[src/include/conv_cfg.svh]
`ifndef CONV_CFG_SVH
`define CONV_CFG_SVH

// pixel and weight word widths
`define CONV_PIX_W 16
`define CONV_TAP_W 16

// accumulator holds nine 32-bit products with headroom
`define CONV_ACC_W 40

// pixels packed into one row-memory word
`define CONV_LANES 4

// largest feature map side
`define CONV_MAP_MAX 16

// row and column index width, covers 0 to CONV_MAP_MAX
`define CONV_COORD_W 5

// word address within one row bank
`define CONV_WADDR_W 3

// kernel select, one weight word per kernel
`define CONV_KSEL_W 4

`endif
[src/rtl/conv_pkg.sv]
`default_nettype none

`include "conv_cfg.svh"

package conv_pkg;

	typedef logic signed [`CONV_PIX_W-1:0] pixel_t;
	typedef logic signed [`CONV_TAP_W-1:0] tap_t;
	typedef logic signed [`CONV_ACC_W-1:0] acc_t;
	typedef logic [`CONV_COORD_W-1:0] coord_t;

	// lane 0 sits in the low bits
	typedef logic [`CONV_LANES*`CONV_PIX_W-1:0] row_word_t;

	// tap 0 sits in the high bits
	typedef logic [9*`CONV_TAP_W-1:0] tap_word_t;

	// row-major 3x3 window and its taps
	typedef pixel_t win_t [9];
	typedef tap_t taps_t [9];

	typedef logic [`CONV_WADDR_W-1:0] word_addr_t;
	typedef logic [7:0] out_addr_t;

	typedef enum logic [1:0] {IDLE, FETCH, SCAN, DONE} scan_state_t;

endpackage

`default_nettype wire

[src/rtl/input_window.sv]
`timescale 1ns/1ps
`default_nettype none

`include "conv_cfg.svh"

module input_window (
	input wire logic clk,
	input wire logic rst,
	input wire logic scan_valid,
	input wire logic [1:0] col_phase,
	input conv_pkg::row_word_t in_rdata [3],
	output logic win_valid,
	output conv_pkg::win_t win
);
	import conv_pkg::*;

	logic rd_valid;
	logic [1:0] rd_phase;

	function automatic pixel_t lane_of(input row_word_t w, input int k);
		return pixel_t'(w[k*`CONV_PIX_W +: `CONV_PIX_W]);
	endfunction

	// line the strobe and phase up with the returning row words
	always_ff @(posedge clk, posedge rst)
	begin
		if (rst)
		begin
			rd_valid <= 1'b0;
			rd_phase <= 2'd0;
			win_valid <= 1'b0;
		end
		else
		begin
			rd_valid <= scan_valid;
			rd_phase <= col_phase;
			win_valid <= rd_valid;
		end
	end

	// phases 0 and 1 load a full row slice from one word
	// phases 2 and 3 reuse the previous window and pull one new pixel
	always_ff @(posedge clk)
	begin
		if (rd_valid)
		begin
			for (int r = 0; r < 3; r++)
			begin
				if (!rd_phase[1])
				begin
					win[3*r] <= lane_of(in_rdata[r], 0 + rd_phase[0]);
					win[3*r+1] <= lane_of(in_rdata[r], 1 + rd_phase[0]);
					win[3*r+2] <= lane_of(in_rdata[r], 2 + rd_phase[0]);
				end
				else
				begin
					win[3*r] <= win[3*r+1];
					win[3*r+1] <= win[3*r+2];
					// lane 0 for phase 2, lane 1 for phase 3
					win[3*r+2] <= lane_of(in_rdata[r], rd_phase[0]);
				end
			end
		end
	end

endmodule

`default_nettype wire

[config.mk]
export PLATFORM = sky130hd
export DESIGN_NAME = input_window
export DESIGN_NICKNAME = d
export VERILOG_FILES = /design/src/rtl/conv_pkg.sv /design/src/rtl/input_window.sv
export VERILOG_INCLUDE_DIRS = /design/src /design/src/include
export SDC_FILE = /design/constraint.sdc
export NUM_CORES = 1
export LEC_CHECK = 0
export BUFFER_PORTS_ARGS = -buffer_cell sky130_fd_sc_hd__buf_2
export CAP_MARGIN = 20
export CELL_PAD_IN_SITES_DETAIL_PLACEMENT = 1
export CELL_PAD_IN_SITES_GLOBAL_PLACEMENT = 2
export CORE_AREA = 2 2 161 163
export CTS_CLUSTER_SIZE = 14
export DETAILED_ROUTE_END_ITERATION = 6
export DIE_AREA = 0 0 163 165
export PLACE_DENSITY = 0.84
export SETUP_SLACK_MARGIN = 0.5
export SLEW_MARGIN = 20
export SYNTH_ARGS = -nofsm -noshare
export SYNTH_HDL_FRONTEND = slang
export SYNTH_SLANG_ARGS = --single-unit
export TNS_END_PERCENT = 30
[constraint.sdc]
create_clock -name clk -period 4.1 [get_ports clk]
set_input_delay 0.82 -clock clk [delete_from_list [all_inputs] [get_ports clk]]
set_output_delay 0.82 -clock clk [all_outputs]
set_load 0.02 [all_outputs]
==> metrics.md <==
| Metric | Value |
|---|---|
| Status | `finished, final reports clean` |
| Post-route ant nets | `0` |
| Post-synth top area share | `56.0%` |
| Netlist cell types | `13` |
| Post-CTS resize count | `0` |
| # DRC | `0` |
| Setup crit end | `win[82]` |
| Layout cells sized above 1 | `64.3%` |
| IO Count | `342` |
| Leak | `0.00436 uW` |
| GP Congestion | `0.762` |
| Critical Path AT | `2.41 ns` |
| Worst R2R Setup Slack | `about 1.8 ns` |
| Largest net degree at the start of global routing | `about 110` |
| Routed wire per std cell | `approximately 19 um` |
| Fin crit period | `2.25 ns` |
| Post-CTS setup-driven buffer insertion count | `0` |
| Worst-path fanout max | `48` |
| Detailed Place HPWL | `between 15000 and 20000 um` |
| Drt first pass iters | `4` |
| Post-placement cell count | `1117` |
| Mapped Area | `7720 um2` |
| Register area share after synthesis | `57.3%` |
| Max-slew violation count | `0` |
| Row count | `58` |
| Synth top area cells | `edfxtp_1 56%, mux2_2 14%, mux4_2 14%, mux2i_1 6.2%, o21ai_0 3.1%` |
| Global route total overflow | `0` |
| Fin crit share | `55.0%` |
| Synth Instances | `between 400 and 500` |
| Slew HR | `44.1%` |
| Die area | `26900 um2` |
| Worst setup SP type | `flip-flop` |
| Area growth syn-to-layout | `35.5%` |
| Final Net Count | `1003` |
| Overall Power | `4540 uW` |
| Max cap viols | `0` |
| GRT Util Overall | `16.1%` |
| Syn Nets | `about 670` |
| Tightest Pin Transition | `0.839 ns` |
| Reg2reg start | `rd_phase[0]` |
| Critical Path RT | `4.26 ns` |
| Global-route wire length before repair | `33300 um` |
| CTS buffer count | `17` |
| Vias in the first global route | `5903` |
| Mean area per synthesized cell | `16.3 um2` |
| Worst VDD drop | `0.225 mV` |
| Total wire length | `21800 um` |
| CP startpoint | `rd_phase[0]` |
| Worst min path class | `input pin to asynchronous set/reset pin` |
| Yosys warning count | `0` |
| CP Capture Type | `flip-flop` |
| Clock Skew | `around 0.017 ns` |
| Crit path kind | `flip-flop to flip-flop` |
| Most frequent cells in the layout | `341 x buf_2, 144 x edfxtp_1, 96 x mux2_2` |
| Vias per Instance | `4.80` |
| #FFs+latches synth | `148` |
| Leading area contributor after synthesis | `edfxtp_1` |
| Height of the die | `165 um` |
| H-tree depth | `4` |
| PortBufs | `approximately 340` |
| RSZ-0062 raised after global routing | `false` |
| Initial Util | `30.8%` |
| CTS clk-pin slew, worst paths | `0.06 ns` |
| Core ar. | `25000 um2` |
| Worst r2r path cells | `3` |
| Routed via count | `5514` |
| Clk Latency, worst-skew pair | `about 0.42 ns` |
| CTS tree | `done` |
| Die X | `roughly 160 um` |
| Clk buf depth | `2` |
| PD cells | `434 nW/um2` |
| Initial antenna violation count | `2` |
| Hold Buf Count CTS | `0` |
| Clock root cell | `clkbuf_16` |
| RR Endpoint | `win[82]` |
| Most common cell after layout, fill and taps aside | `buf_2` |
| Detailed router's first-iteration violation count | `351` |
| TNS Setup | `0 ns` |
| Hold Fails Final Rpt | `0` |
| Highest Clock Rate | `between 400 and 500 MHz` |
| Cell Count, Final, Fillers Out | `1149` |
| Setup-failing EPs final | `0` |
| Clk sink count | `approximately 150` |
-- worst min path at each step --
stage                         from     endpoint  slack [ns]
after CTS                      rst     rd_valid        0.26
after global placement    win[110]     win[126]        0.53
after floorplan                rst  rd_phase[0]        0.59
after detailed placement  win[101]     win[117]        0.55
final                          rst  rd_phase[1]        0.28
after global routing           rst  rd_phase[1]        0.26
-- layout make-up --
type	count	area, um2
repair buffers	350	1840
well taps	330	413
inverters	1	3.75
clock inverters	12	275
flip-flops and latches	148	4440
clock buffers	19	433
diodes	1	2.50
fillers	2696	14600
multi-input cells	288	3060
-- metrics by stage --
stage | utilization, % | setup slack (ns) | hold WS, ns | instance area, um2
after detailed placement | 39.0 | 1.82 | 0.551 | 9750
after CTS | 41.8 | 1.81 | 0.255 | 10500
after global routing | 41.8 | 1.70 | 0.261 | 10500
after floorplan | - | 1.76 | 0.586 | 7720
final | 41.8 | 1.85 | 0.276 | 10500
after global placement | 39.0 | 1.87 | 0.530 | 9750
-- per-layer routing --
metal	wire (um)	track usage, %
met4	342	5.07
met2	10800	27.0
met5	0	0
met1	8960	20.1
met3	1700	4.62
-- cell usage after synthesis (all sizes together) --
cell type  number
clkbuf         10
o21ai          48
mux2           96
edfxtp        144
inv             1
buf            27
dfrtp           4
mux4           48
mux2i          48
nand2          48
-- worst max-delay path: stages, from the launching register on --
cell,delay [ns]
dfrtp_4,0.99
buf_12,0.33
mux2_2,0.38
mux2_2,0.26
-- state kept, by name (all words and copies together) (netlist names) --
register / cells
win_valid: 1
rd_phase: 2
rd_valid: 1
win: 144
-- power by group --
group,internal [uW],leakage [uW],switching (uW)
sequential,1820,0.00146,69.3
combinational,334,0.00256,384
clock,1270,0.000342,665
-- cell families (layout without fill, tap and decap cells) --
group                  count (synthesis)  after routing  synth area share, %
muxes                                192            192                 34.2
buffers and inverters                 38            382                 3.06
AOI/OAI and AO/OA                     48             48                 3.11
DFF                                  148            148                 57.3
other                                  0              1                    0
and+or+nand+nor                       48             48                 2.33
Note: power is estimated with default switching activity, not from simulation.
