--- config.mk ---
export PLATFORM = sky130hd
export DESIGN_NAME = tile_scanner
export DESIGN_NICKNAME = d
export VERILOG_FILES = /design/src/rtl/conv_pkg.sv /design/src/rtl/tile_scanner.sv
export VERILOG_INCLUDE_DIRS = /design/src /design/src/include
export SDC_FILE = /design/constraint.sdc
export NUM_CORES = 1
export LEC_CHECK = 0
export ABC_AREA = 0
export BUFFER_PORTS_ARGS = -buffer_cell sky130_fd_sc_hd__clkbuf_2
export CAP_MARGIN = 40
export CORE_MARGIN = 3
export CORE_UTILIZATION = 46
export CTS_CLUSTER_DIAMETER = 150
export CTS_CLUSTER_SIZE = 30
export DETAILED_ROUTE_END_ITERATION = 8
export MAX_ROUTING_LAYER = met4
export PLACE_DENSITY = 0.79
export SYNTH_ARGS = -nofsm -noshare
export SYNTH_HDL_FRONTEND = slang
export SYNTH_SLANG_ARGS = --single-unit
--- constraint.sdc ---
create_clock -name clk -period 1.7 [get_ports clk]
set_input_delay 0.17 -clock clk [delete_from_list [all_inputs] [get_ports clk]]
set_output_delay 0.17 -clock clk [all_outputs]
set_load 0.03 [all_outputs]
--- src/include/conv_cfg.svh ---
`ifndef CONV_CFG_SVH
`define CONV_CFG_SVH

// pixel and weight word widths
`define CONV_PIX_W 16
`define CONV_TAP_W 16

// accumulator holds nine 32-bit products with headroom
`define CONV_ACC_W 40

// pixels packed into one row-memory word
`define CONV_LANES 4

// largest feature map side
`define CONV_MAP_MAX 16

// row and column index width, covers 0 to CONV_MAP_MAX
`define CONV_COORD_W 5

// word address within one row bank
`define CONV_WADDR_W 3

// kernel select, one weight word per kernel
`define CONV_KSEL_W 4

`endif
--- src/rtl/conv_pkg.sv ---
`default_nettype none

`include "conv_cfg.svh"

package conv_pkg;

	typedef logic signed [`CONV_PIX_W-1:0] pixel_t;
	typedef logic signed [`CONV_TAP_W-1:0] tap_t;
	typedef logic signed [`CONV_ACC_W-1:0] acc_t;
	typedef logic [`CONV_COORD_W-1:0] coord_t;

	// lane 0 sits in the low bits
	typedef logic [`CONV_LANES*`CONV_PIX_W-1:0] row_word_t;

	// tap 0 sits in the high bits
	typedef logic [9*`CONV_TAP_W-1:0] tap_word_t;

	// row-major 3x3 window and its taps
	typedef pixel_t win_t [9];
	typedef tap_t taps_t [9];

	typedef logic [`CONV_WADDR_W-1:0] word_addr_t;
	typedef logic [7:0] out_addr_t;

	typedef enum logic [1:0] {IDLE, FETCH, SCAN, DONE} scan_state_t;

endpackage

`default_nettype wire

--- src/rtl/tile_scanner.sv ---
`timescale 1ns/1ps
`default_nettype none

module tile_scanner (
	input wire logic clk,
	input wire logic rst,
	input wire logic run,
	input conv_pkg::coord_t map_rows,
	input conv_pkg::coord_t map_cols,
	output logic fetch,
	output logic scan_valid,
	output logic in_rd,
	output logic tile_done,
	output conv_pkg::coord_t row,
	output conv_pkg::coord_t col,
	output logic [1:0] col_phase,
	output conv_pkg::coord_t in_row [3],
	output conv_pkg::word_addr_t in_word
);
	import conv_pkg::*;

	scan_state_t state;
	scan_state_t state_nxt;
	logic last_col;
	logic last_row;

	// last window origin is side minus 3
	assign last_col = (col == map_cols - coord_t'(3));
	assign last_row = (row == map_rows - coord_t'(3));

	always_ff @(posedge clk, posedge rst)
	begin
		if (rst)
			state <= IDLE;
		else
			state <= state_nxt;
	end

	always_comb
	begin
		state_nxt = state;
		case (state)
			IDLE:
				if (run)
					state_nxt = FETCH;
			FETCH:
				state_nxt = run ? SCAN : IDLE;
			SCAN:
			begin
				if (!run)
					state_nxt = IDLE;
				else if (last_col && last_row)
					state_nxt = DONE;
			end
			DONE:
				if (!run)
					state_nxt = IDLE;
			default:
				state_nxt = IDLE;
		endcase
	end

	// window walk, one origin per clock while scanning
	always_ff @(posedge clk, posedge rst)
	begin
		if (rst)
		begin
			row <= '0;
			col <= '0;
		end
		else if (state != SCAN)
		begin
			row <= '0;
			col <= '0;
		end
		else if (last_col)
		begin
			col <= '0;
			row <= row + coord_t'(1);
		end
		else
			col <= col + coord_t'(1);
	end

	assign fetch = (state == FETCH);
	assign scan_valid = (state == SCAN);
	assign in_rd = scan_valid;
	assign tile_done = (state == DONE);

	assign col_phase = col[1:0];

	// phases 2 and 3 need the next word, the rest is already held
	assign in_word = col[1] ? word_addr_t'(col[4:2]) + word_addr_t'(1) : word_addr_t'(col[4:2]);

	assign in_row[0] = row;
	assign in_row[1] = row + coord_t'(1);
	assign in_row[2] = row + coord_t'(2);

endmodule

`default_nettype wire

==> impl_metrics.ini <==
[synthesis]
seq_area_frac_synth = 0.2941
syn_nets = 127
netlist.area_leader.share = 0.2941
synth.distinct_cells = 28
synth-xor-area-share = 0.2292
synth_compound_area_frac = 0.06985
netlist_area_um2 = 1021
synth_top_family_by_area = XOR/XNOR gates
avgSynthCellArea_um2 = 9.542
synth_simple_gate_area_share = 0.1875
synth-seq-cells = 12
synth-adder-area-share = 0.08578
synthMuxAreaShare = 0.04044
ys_warn_count = 0
yosysTopAreaCell = dfrtp_1
synth_cells = 107
netlist_top_cells_area = dfrtp_1 (29%), xnor2_1 (12%), ha_1 (8.6%), xor2_1 (6.9%), buf_4 (6.6%)

[setup_path]
rrSetupSlack_ns = -0.01
critPathKind = reg2reg
cp-start-kind = flop
worstReg2RegStart = col[3]
r2r-end = row[1]
critPathArrivalTime_ns = 1.90
setup.worst_path.end_class = flop
reg2reg_depth = 4
path_max_fanout = 5
crit_required_ns = 1.89

[route]
wl_mm = 2.716
remaining_drc_errors = 0
dr_wl_met2_mm = 1.429
vias = 1002
ant_nets = 0
wl_per_cell_um = 14.68
met1_length_mm = 1.066
top_layer = met4
firstDrtPassIters = 4
drt-initial-drc-count = 23
met3_length_um = 169
vias_per_cell = 5.416

[clocking]
numCtsBuffers = 3
cts_buffer_depth = 2
htreeDepth = 1
clk_pin_slew_worst_paths_ns = 0.08
clk-insertion-delay-late_ns = 0.28
cts-root-buf = clkbuf_4
cts_tree = done
cts_sinks = 12

[min_path]
hold_path_end = state[1]
worstHoldStart = run
whs_path_depth = 2
hold_class = in2reg

[timing]
post-route-period-util = 1.006
max_freq_mhz = 584.8
drv_slew = 0
setup_ws_ns = -0.01001
rsz0062_at_grt = true
finalHoldViolCount = 0
slew_headroom = 0.6482
worstMarginPinSlew_ns = 0.5259
clock-skew-final_ns = 0.002868
setup_viol = 1
tns_ns = -0.01001
period_needed_ns = 1.710

[floorplanning]
ios = 47
dieHeight_um = 53.11
core_um2 = 2022
die_w_um = 53.11
initial_core_util = 0.5050
die_area_um2 = 2821
num_rows = 16

[cells_and_area]
syn_to_final_growth_pct = 34.07
drive_gt1_frac = 0.4557
n_antenna_cell = 0
num-nets-final = 179

[pwr]
power_frac_comb = 0.288
internal_power_uw = 502.2
switching_share = 0.3371
p_per_area_nw_per_um2 = 553.5
total_power_uw = 757.6
power.leakage_nw = 0.7258
seqPwrFrac = 0.400
p_switching_uw = 255.4
ir_worst_vdd_v = 0.0005090
power_frac_clock = 0.312

[grt]
grt.overflow.total = 0
grt_use_total = 0.1900
grt_max_degree = 13
antenna_found_initial = 0
first_global_vias = 879
grt_first_pass_wirelength_mm = 3.822

[placed_design]
dp_hpwl_mm = 1.966
port_buffers = 46
place.gp.congestion = 0.8674
place_ws_ns = 0.03084

[status]
status = finished with violations
violations = setup timing

[job]
maxCapViolCount = 0
-- synthesized netlist by cell type, drive strengths merged --
master,instances
a211o,1
and2,1
nand2,8
o31a,1
nor4,2
clkbuf,1
xor2,9
o31ai,3
inv,5
buf,10
nand2b,5
xnor2,14
mux2,1
and3,2
nor3,7
nand4,3
mux2i,3
o2111ai,1
nand3,6
o21a,1
dfrtp,12
a21oi,3
ha,7
xor3,1
-- placed cells by master (no fill, tap or decap), drive strengths merged --
cell / n
clkbuf: 48
xnor2: 14
buf: 13
dfrtp: 12
xor2: 9
nand2: 8
ha: 7
nor3: 7
nand3: 6
nand2b: 5
inv: 5
a21oi: 3
mux2i: 3
o31ai: 3
nand4: 3
and3: 2
nor4: 2
xor3: 1
o21a: 1
mux2: 1
and2: 1
o2111ai: 1
a211o: 1
o31a: 1
dlygate4sd3: 1
-- layout make-up --
class | instances | area (um^2)
Tap cell | 27 | 33.78
Inverter | 5 | 18.77
Timing Repair Buffer | 58 | 332.8
Clock buffer | 4 | 36.28
Fill cell | 163 | 653.1
Sequential cell | 12 | 304.0
Multi-Input combinational cell | 79 | 643.1
-- worst max path at each step --
| stage | startpoint | to | slack [ns] | cells past startpoint |
|---|---|---|---|---|
| global route | col[3] | row[4] | -0.08 | 4 |
| detailed placement | map_cols[0] | row[3] | 0.03 | 6 |
| global placement | map_cols[0] | row[4] | 0.12 | 6 |
| floorplan | row[2] | in_row[8] | 0.01 | 3 |
| CTS | row[0] | in_row[9] | 0.005 | 4 |
| finish | col[3] | row[1] | -0.01 | 4 |
-- kinds of logic (layout without fill, tap and decap cells) --
family,count (synthesis),after routing
buffers and inverters,16,67
muxes,4,4
DFF,12,12
and+or+nand+nor,34,34
AOI/OAI and AO/OA,10,10
adders and majority gates,7,7
xor gates and xnor gates,24,24
-- through the flow --
| step | instances | util | instance area (um^2) | hold slack [ns] |
|---|---|---|---|---|
| 6_report | 185 | 0.6770 | 1369 | 0.1212 |
| 5_1_grt | 185 | 0.6770 | 1369 | 0.1406 |
| 4_1_cts | 179 | 0.6491 | 1313 | 0.1304 |
| 3_5_place_dp | 174 | 0.6201 | 1254 | 0.1833 |
| 3_3_place_gp | 174 | 0.6201 | 1254 | 0.1791 |
| 2_1_floorplan | 107 | - | 1028 | 0.03470 |
-- power groups by stage --
stage	registers, mW	logic (mW)	clock network (mW)
5_1_grt	0.305	0.234	0.240
6_report	0.303	0.218	0.237
2_1_floorplan	0.318	0.141	0
3_3_place_gp	0.309	0.203	0
3_5_place_dp	0.308	0.209	0
4_1_cts	0.303	0.212	0.231
-- critical path, cell delays in order, from the launching register on --
cell and delay [ns]:
dfrtp_1 0.45, xor2_1 0.30, xor2_1 0.48, o31ai_1 0.17
a21oi_1 0.22
-- flip-flops by register name, indices dropped and copies added, names as in the netlist --
signal,count
col,5
row,5
state,2
-- layer usage --
| metal | GRT usage | vias to the layer above |
|---|---|---|
| li1 | - | 470 |
| met4 | 0.08085 | 0 |
| met2 | 0.3182 | 54 |
| met5 | - | - |
| met1 | 0.2324 | 471 |
| met3 | 0.01972 | 7 |
-- repair_timing --
| action | 4_1_cts | 5_1_grt |
|---|---|---|
| hold buffers | 1 | 0 |
| hold endpoints to repair | 12 | 0 |
| gates resized for setup | 5 | 4 |
| setup buffers | 0 | 6 |
| endpoints found under the setup margin | 3 | 4 |
No activity file was read; power rests on OpenSTA's default activity.
