===== src/include/conv_cfg.svh =====
`ifndef CONV_CFG_SVH
`define CONV_CFG_SVH

// pixel and weight word widths
`define CONV_PIX_W 16
`define CONV_TAP_W 16

// accumulator holds nine 32-bit products with headroom
`define CONV_ACC_W 40

// pixels packed into one row-memory word
`define CONV_LANES 4

// largest feature map side
`define CONV_MAP_MAX 16

// row and column index width, covers 0 to CONV_MAP_MAX
`define CONV_COORD_W 5

// word address within one row bank
`define CONV_WADDR_W 3

// kernel select, one weight word per kernel
`define CONV_KSEL_W 4

`endif

===== src/rtl/conv_pkg.sv =====
`default_nettype none

`include "conv_cfg.svh"

package conv_pkg;

	typedef logic signed [`CONV_PIX_W-1:0] pixel_t;
	typedef logic signed [`CONV_TAP_W-1:0] tap_t;
	typedef logic signed [`CONV_ACC_W-1:0] acc_t;
	typedef logic [`CONV_COORD_W-1:0] coord_t;

	// lane 0 sits in the low bits
	typedef logic [`CONV_LANES*`CONV_PIX_W-1:0] row_word_t;

	// tap 0 sits in the high bits
	typedef logic [9*`CONV_TAP_W-1:0] tap_word_t;

	// row-major 3x3 window and its taps
	typedef pixel_t win_t [9];
	typedef tap_t taps_t [9];

	typedef logic [`CONV_WADDR_W-1:0] word_addr_t;
	typedef logic [7:0] out_addr_t;

	typedef enum logic [1:0] {IDLE, FETCH, SCAN, DONE} scan_state_t;

endpackage

`default_nettype wire


===== src/rtl/weight_window.sv =====
`timescale 1ns/1ps
`default_nettype none

`include "conv_cfg.svh"

module weight_window (
	input wire logic clk,
	input wire logic rst,
	input wire logic fetch,
	input wire logic [`CONV_KSEL_W-1:0] kernel_sel,
	input conv_pkg::tap_word_t w_rdata,
	output logic w_rd,
	output logic [`CONV_KSEL_W-1:0] w_addr,
	output conv_pkg::taps_t taps
);
	import conv_pkg::*;

	logic w_rd_d;

	always_ff @(posedge clk, posedge rst)
	begin
		if (rst)
		begin
			w_rd <= 1'b0;
			w_rd_d <= 1'b0;
		end
		else
		begin
			w_rd <= fetch;
			w_rd_d <= w_rd;
		end
	end

	always_ff @(posedge clk)
	begin
		if (fetch)
			w_addr <= kernel_sel;
	end

	// tap 0 is the top slice, held until the next fetch
	always_ff @(posedge clk)
	begin
		if (w_rd_d)
			for (int i = 0; i < 9; i++)
				taps[i] <= tap_t'(w_rdata[(8-i)*`CONV_TAP_W +: `CONV_TAP_W]);
	end

endmodule

`default_nettype wire


===== config.mk =====
export PLATFORM = sky130hd
export DESIGN_NAME = weight_window
export DESIGN_NICKNAME = d
export VERILOG_FILES = /design/src/rtl/conv_pkg.sv /design/src/rtl/weight_window.sv
export VERILOG_INCLUDE_DIRS = /design/src /design/src/include
export SDC_FILE = /design/constraint.sdc
export NUM_CORES = 1
export LEC_CHECK = 0
export BUFFER_PORTS_ARGS = -buffer_cell sky130_fd_sc_hd__buf_2
export CORE_AREA = 2 2 117 119
export CTS_CLUSTER_SIZE = 20
export DETAILED_ROUTE_END_ITERATION = 7
export DIE_AREA = 0 0 119 121
export PLACE_DENSITY_LB_ADDON = 0.15
export REMOVE_ABC_BUFFERS = 1
export SLEW_MARGIN = 0
export SYNTH_ARGS = -nofsm -noshare
export SYNTH_HDL_FRONTEND = slang
export SYNTH_SLANG_ARGS = --single-unit

===== constraint.sdc =====
create_clock -name clk -period 10.1 [get_ports clk]
set_input_delay 2.02 -clock clk [delete_from_list [all_inputs] [get_ports clk]]
set_output_delay 2.02 -clock clk [all_outputs]
set_load 0.005 [all_outputs]

==> metrics.cfg, run 1 <==
[run_status]
status=complete, no violations

[worst_setup_path]
critPathCaptureType=output pin
worst-endpoint-required_ps=8080
crit_slowest_cell=edfxtp_1
path_delay_family=flip-flops
max_stage_delay_ps=410
cp-start-kind=flip-flop
worstPathArrival_ps=960
worst-path-buf-inv=1
crit_type=flip-flop to output pin
crit_chain=buf_2
critical_path.max_fanout=1

[timing]
worst_clock_skew_ps=4.48
rsz0062_at_grt=false
setup_tns_ps=0
timing.final.crit_period_ps=2980
hold_viol_final=0
max_slew_margin_pct=31.1
fin_ws_ps=7120
tightest_slew_ps=1030
finalCritPeriodShare_pct=29.5
drv_slew=0
clock.fmax_mhz=335
setup_violations=0

[drt]
first_pass_iters=4
final_antenna_net_count=0
vias=2747
drc=0
drt_wl_total_um=10800
wl_per_cell_um=16.4
first_iter_violations=166
viasPerCell=4.16

[global_routing]
grt-ovfl-total=0
busiest_layer=met2
grt_use_met1_pct=15.4
grt_util_met3_pct=8.04
grt_pass1_vias=2737
antenna_found_initial=3
grt_pass1_wl_um=15300
grtUsageTotal_pct=15.1
grt_max_degree=82
grtUsageMet2_pct=24.5

[clock_network]
h-tree-depth=4
ctsRootBufferMaster=clkbuf_16
holdBufCountCts=0
cts_buffer_depth=2
cts.sinks=150
cts_made_buffers=17
cts_tree=done
cts_setup_buffers=0
clock_latency_ps=410
path_clk_slew_ps=60
cts_resized=0

[run]
cap_viol_max_count=0

[synthesis]
synth_top_cell_by_area=edfxtp_1
synth.top_cells.by_area=edfxtp_1 99%, dfrtp_1 1.1%, inv_1 0.083%
synth_cell_types=3
synth_top_area_share_pct=98.8
syn-instance-count=151
syn_area_per_cell_um2=29.8
ys_warn_count=0
ys_ff_latch=150
synth_area_um2=4500
yosysSeqAreaShare_pct=99.9

[power]
vdd_drop_max_mv=0.133
fin_total_pwr_mw=1.44
p_leak_nw=2.95
powerDensity_nw_per_um2=211

[cells_and_area]
multi_input_area_um2=0
layout_commonest_cell=buf_2
layout-drive-gt1-share_pct=67.5
multi_input_gates=0
utilization_pct=52.2
layout_common_cells=299 x buf_2, 148 x edfxtp_1, 17 x clkbuf_16
area_growth_pct=51.7
final_nets=621

[placed_design]
gp_congestion=0.741
pre_cts_slack_ps=7540
io_buffers=299

[floorplanning]
num_io_pins=300
initial_core_util_pct=34.4
dieArea_um2=14400
std_cell_rows=42
dieWidth_um=119
core_um2=13100
die_h_um=121

[hold_path]
worstHoldPathType=flip-flop to flip-flop

power breakdown:
group / switching [mW] / internal (mW)
sequential: 0.0119 / 0.724
combinational: 0.0327 / 0.0402
clock: 0.225 / 0.409
total: 0.269 / 1.17
through the flow:
step	area (um^2)	cells	hold WS (ps)
global route	6820	659	381
floorplan	4500	151	376
CTS	6820	659	378
detailed placement	6230	627	375
finish	6820	660	378
global placement	6230	627	364
final cells by class:
cell class / instances / area, um^2
antenna: 1 / 2.50
clock buffer: 20 / 437
clock inverter: 12 / 159
fill: 1100 / 6260
inverter: 1 / 3.75
sequential: 150 / 4500
tap: 176 / 220
timing repair buffer: 300 / 1500
final timing paths:
kind                           from       end  slack (ps)  cells past startpoint
min in group asynchronous       rst      w_rd        1450                      2
max reg2reg                  w_rd_d  taps[33]        7740                      1
min                            w_rd    w_rd_d         380                      0
max in group asynchronous       rst    w_rd_d        8520                      2
max                        taps[98]  taps[98]        7120                      1
min reg2reg                    w_rd    w_rd_d         380                      0
state kept, by name, summed over array words and instances, names as in the netlist:
| signal | flops |
|---|---|
| w_addr | 4 |
| taps | 144 |
| w_rd_d | 1 |
| w_rd | 1 |
cells in the mapped netlist:
library cell  count
inv_1             1
edfxtp_1        148
dfrtp_1           2
logic make-up after synthesis:
logic type             Yosys count  share of synthesized area [%]
buffers and inverters            1                         0.0834
DFF                            150                           99.9
metal layers:
metal	up-vias	wire length, um
li1	1258	-
met1	1265	3760
met2	196	5450
met3	26	1280
met4	2	339
met5	-	7
(Power assumes the default switching activity.)
==> run 2: changes to the inputs <==
- clock period: 10.1 -> 2.4 ns (I/O delays scaled with it)
==> run 2 against run 1 <==
  * Critical path depth is the same
  * Non-clock buffer count increased by 3
  * Cell area decreased by 0.42%
  * Critical path type unchanged
  * Largest power group unchanged
  * Highest routed layer unchanged
==> metrics.cfg, run 2 (synthesis results as in run 1) <==
[worst_setup_path]
crit_chain=buf_2
cp-start-kind=flip-flop
path_delay_family=flip-flops
critical_path.max_fanout=1
worst-path-buf-inv=1
crit_slowest_cell=edfxtp_1
crit_type=flip-flop to output pin
max_stage_delay_ps=410
worstPathArrival_ps=970
critPathCaptureType=output pin
worst-endpoint-required_ps=1920

[cells_and_area]
reg_top3=taps (144), w_addr (4)
largest_reg_flops=144
antennaDiodeCount=0
layout_commonest_cell=buf_2
fill_cells=1107
final_nets=624
multi_input_area_um2=0
final_area_um2=6800
seqCellArea_um2=4500
area_growth_pct=51.1
multi_input_gates=0
top_register=taps
layout-drive-gt1-share_pct=67.4
layout_common_cells=299 x buf_2, 148 x edfxtp_1, 17 x clkbuf_16

[timing]
worst_clock_skew_ps=5.37
hold_viol_final=0
setup_tns_ps=0
setup_violations=0
rsz0062_at_grt=false
tightest_slew_ps=442
clock.fmax_mhz=691
finalHoldWorstSlack_ps=243
timing.final.crit_period_ps=1450
drv_slew=0
max_slew_margin_pct=70.6
finalCritPeriodShare_pct=60.3

[clock_network]
h-tree-depth=4
clock_latency_ps=410
cts_buffer_depth=2
cts.sinks=150
path_clk_slew_ps=60
cts_tree=done
cts_resized=0
cts_made_buffers=17
ctsRootBufferMaster=clkbuf_16

[placed_design]
io_buffers=299
dpl_cell_area_um2=6270
gp_congestion=0.715
place_hpwl_um=8380

[global_routing]
grt_pass1_wl_um=15700
grt_max_degree=59
grtUsageTotal_pct=15.3
grt-ovfl-total=0
antenna_found_initial=1
grt_pass1_vias=2944

[power]
powerDensity_nw_per_um2=844
vdd_drop_max_mv=0.523
fin_total_pwr_mw=5.74
p_leak_nw=2.94

[drt]
first_iter_violations=144
final_antenna_net_count=0
first_pass_iters=4
wl_per_cell_um=16.4
drt_wl_total_um=10900
vias=2766
viasPerCell=4.18
drc=0

[floorplanning]
die_h_um=121
initial_core_util_pct=34.4
num_io_pins=300
dieArea_um2=14400
core_um2=13100
std_cell_rows=42
dieWidth_um=119

[run]
cap_viol_max_count=0

[run_status]
status=complete, no violations

[hold_path]
worstHoldPathType=input port to flip-flop

## run 2: worst paths after layout
kind | start | end | slack, ps | cells after the start
worst max register to register | w_rd_d | taps[96] | 1150 | 1
worst max-delay path | taps[39] | taps[39] | 950 | 1
worst min register to register | w_rd | w_rd_d | 390 | 0
max in group asynchronous | rst | w_rd_d | 1800 | 3
worst min-delay path | w_rdata[20] | taps[20] | 240 | 1
min in group asynchronous | rst | w_rd_d | 470 | 3
## run 2: final cells by class
class,instances,share of cell area [%]
Clock buffer,18,6.32
Clock inverter,13,1.33
Inverter,1,0.0552
Sequential cell,150,66.2
Tap cell,176,3.24
Timing Repair Buffer,303,22.9
## run 2: metal layers
layer | part of all wire, % | wire [um] | GRT usage [%]
met5 | 0.15 | 16 | 0
met4 | 2.1 | 231 | 8.33
met3 | 12 | 1310 | 8.41
met2 | 52 | 5640 | 26.3
met1 | 34 | 3660 | 14.6
## run 2: through the flow
stage,instances,setup WS (ps),utilization [%]
2_1_floorplan,151,-1310,-
3_3_place_gp,629,1170,47.9
3_5_place_dp,629,1150,47.9
4_1_cts,661,918,51.9
5_1_grt,661,908,51.9
6_report,661,954,51.9
## run 2: timing repair
item	in CTS	in global routing
hold buffers	1	0
endpoints found under the hold margin	2	0
buffers inserted	0	0
## run 2: power by group
group          internal (mW)  leakage [nW]  switching [mW]  total (mW)
Combinational          0.177          1.21           0.156       0.333
Clock                   1.39         0.259           0.932        2.32
Sequential              3.05          1.47          0.0347        3.08
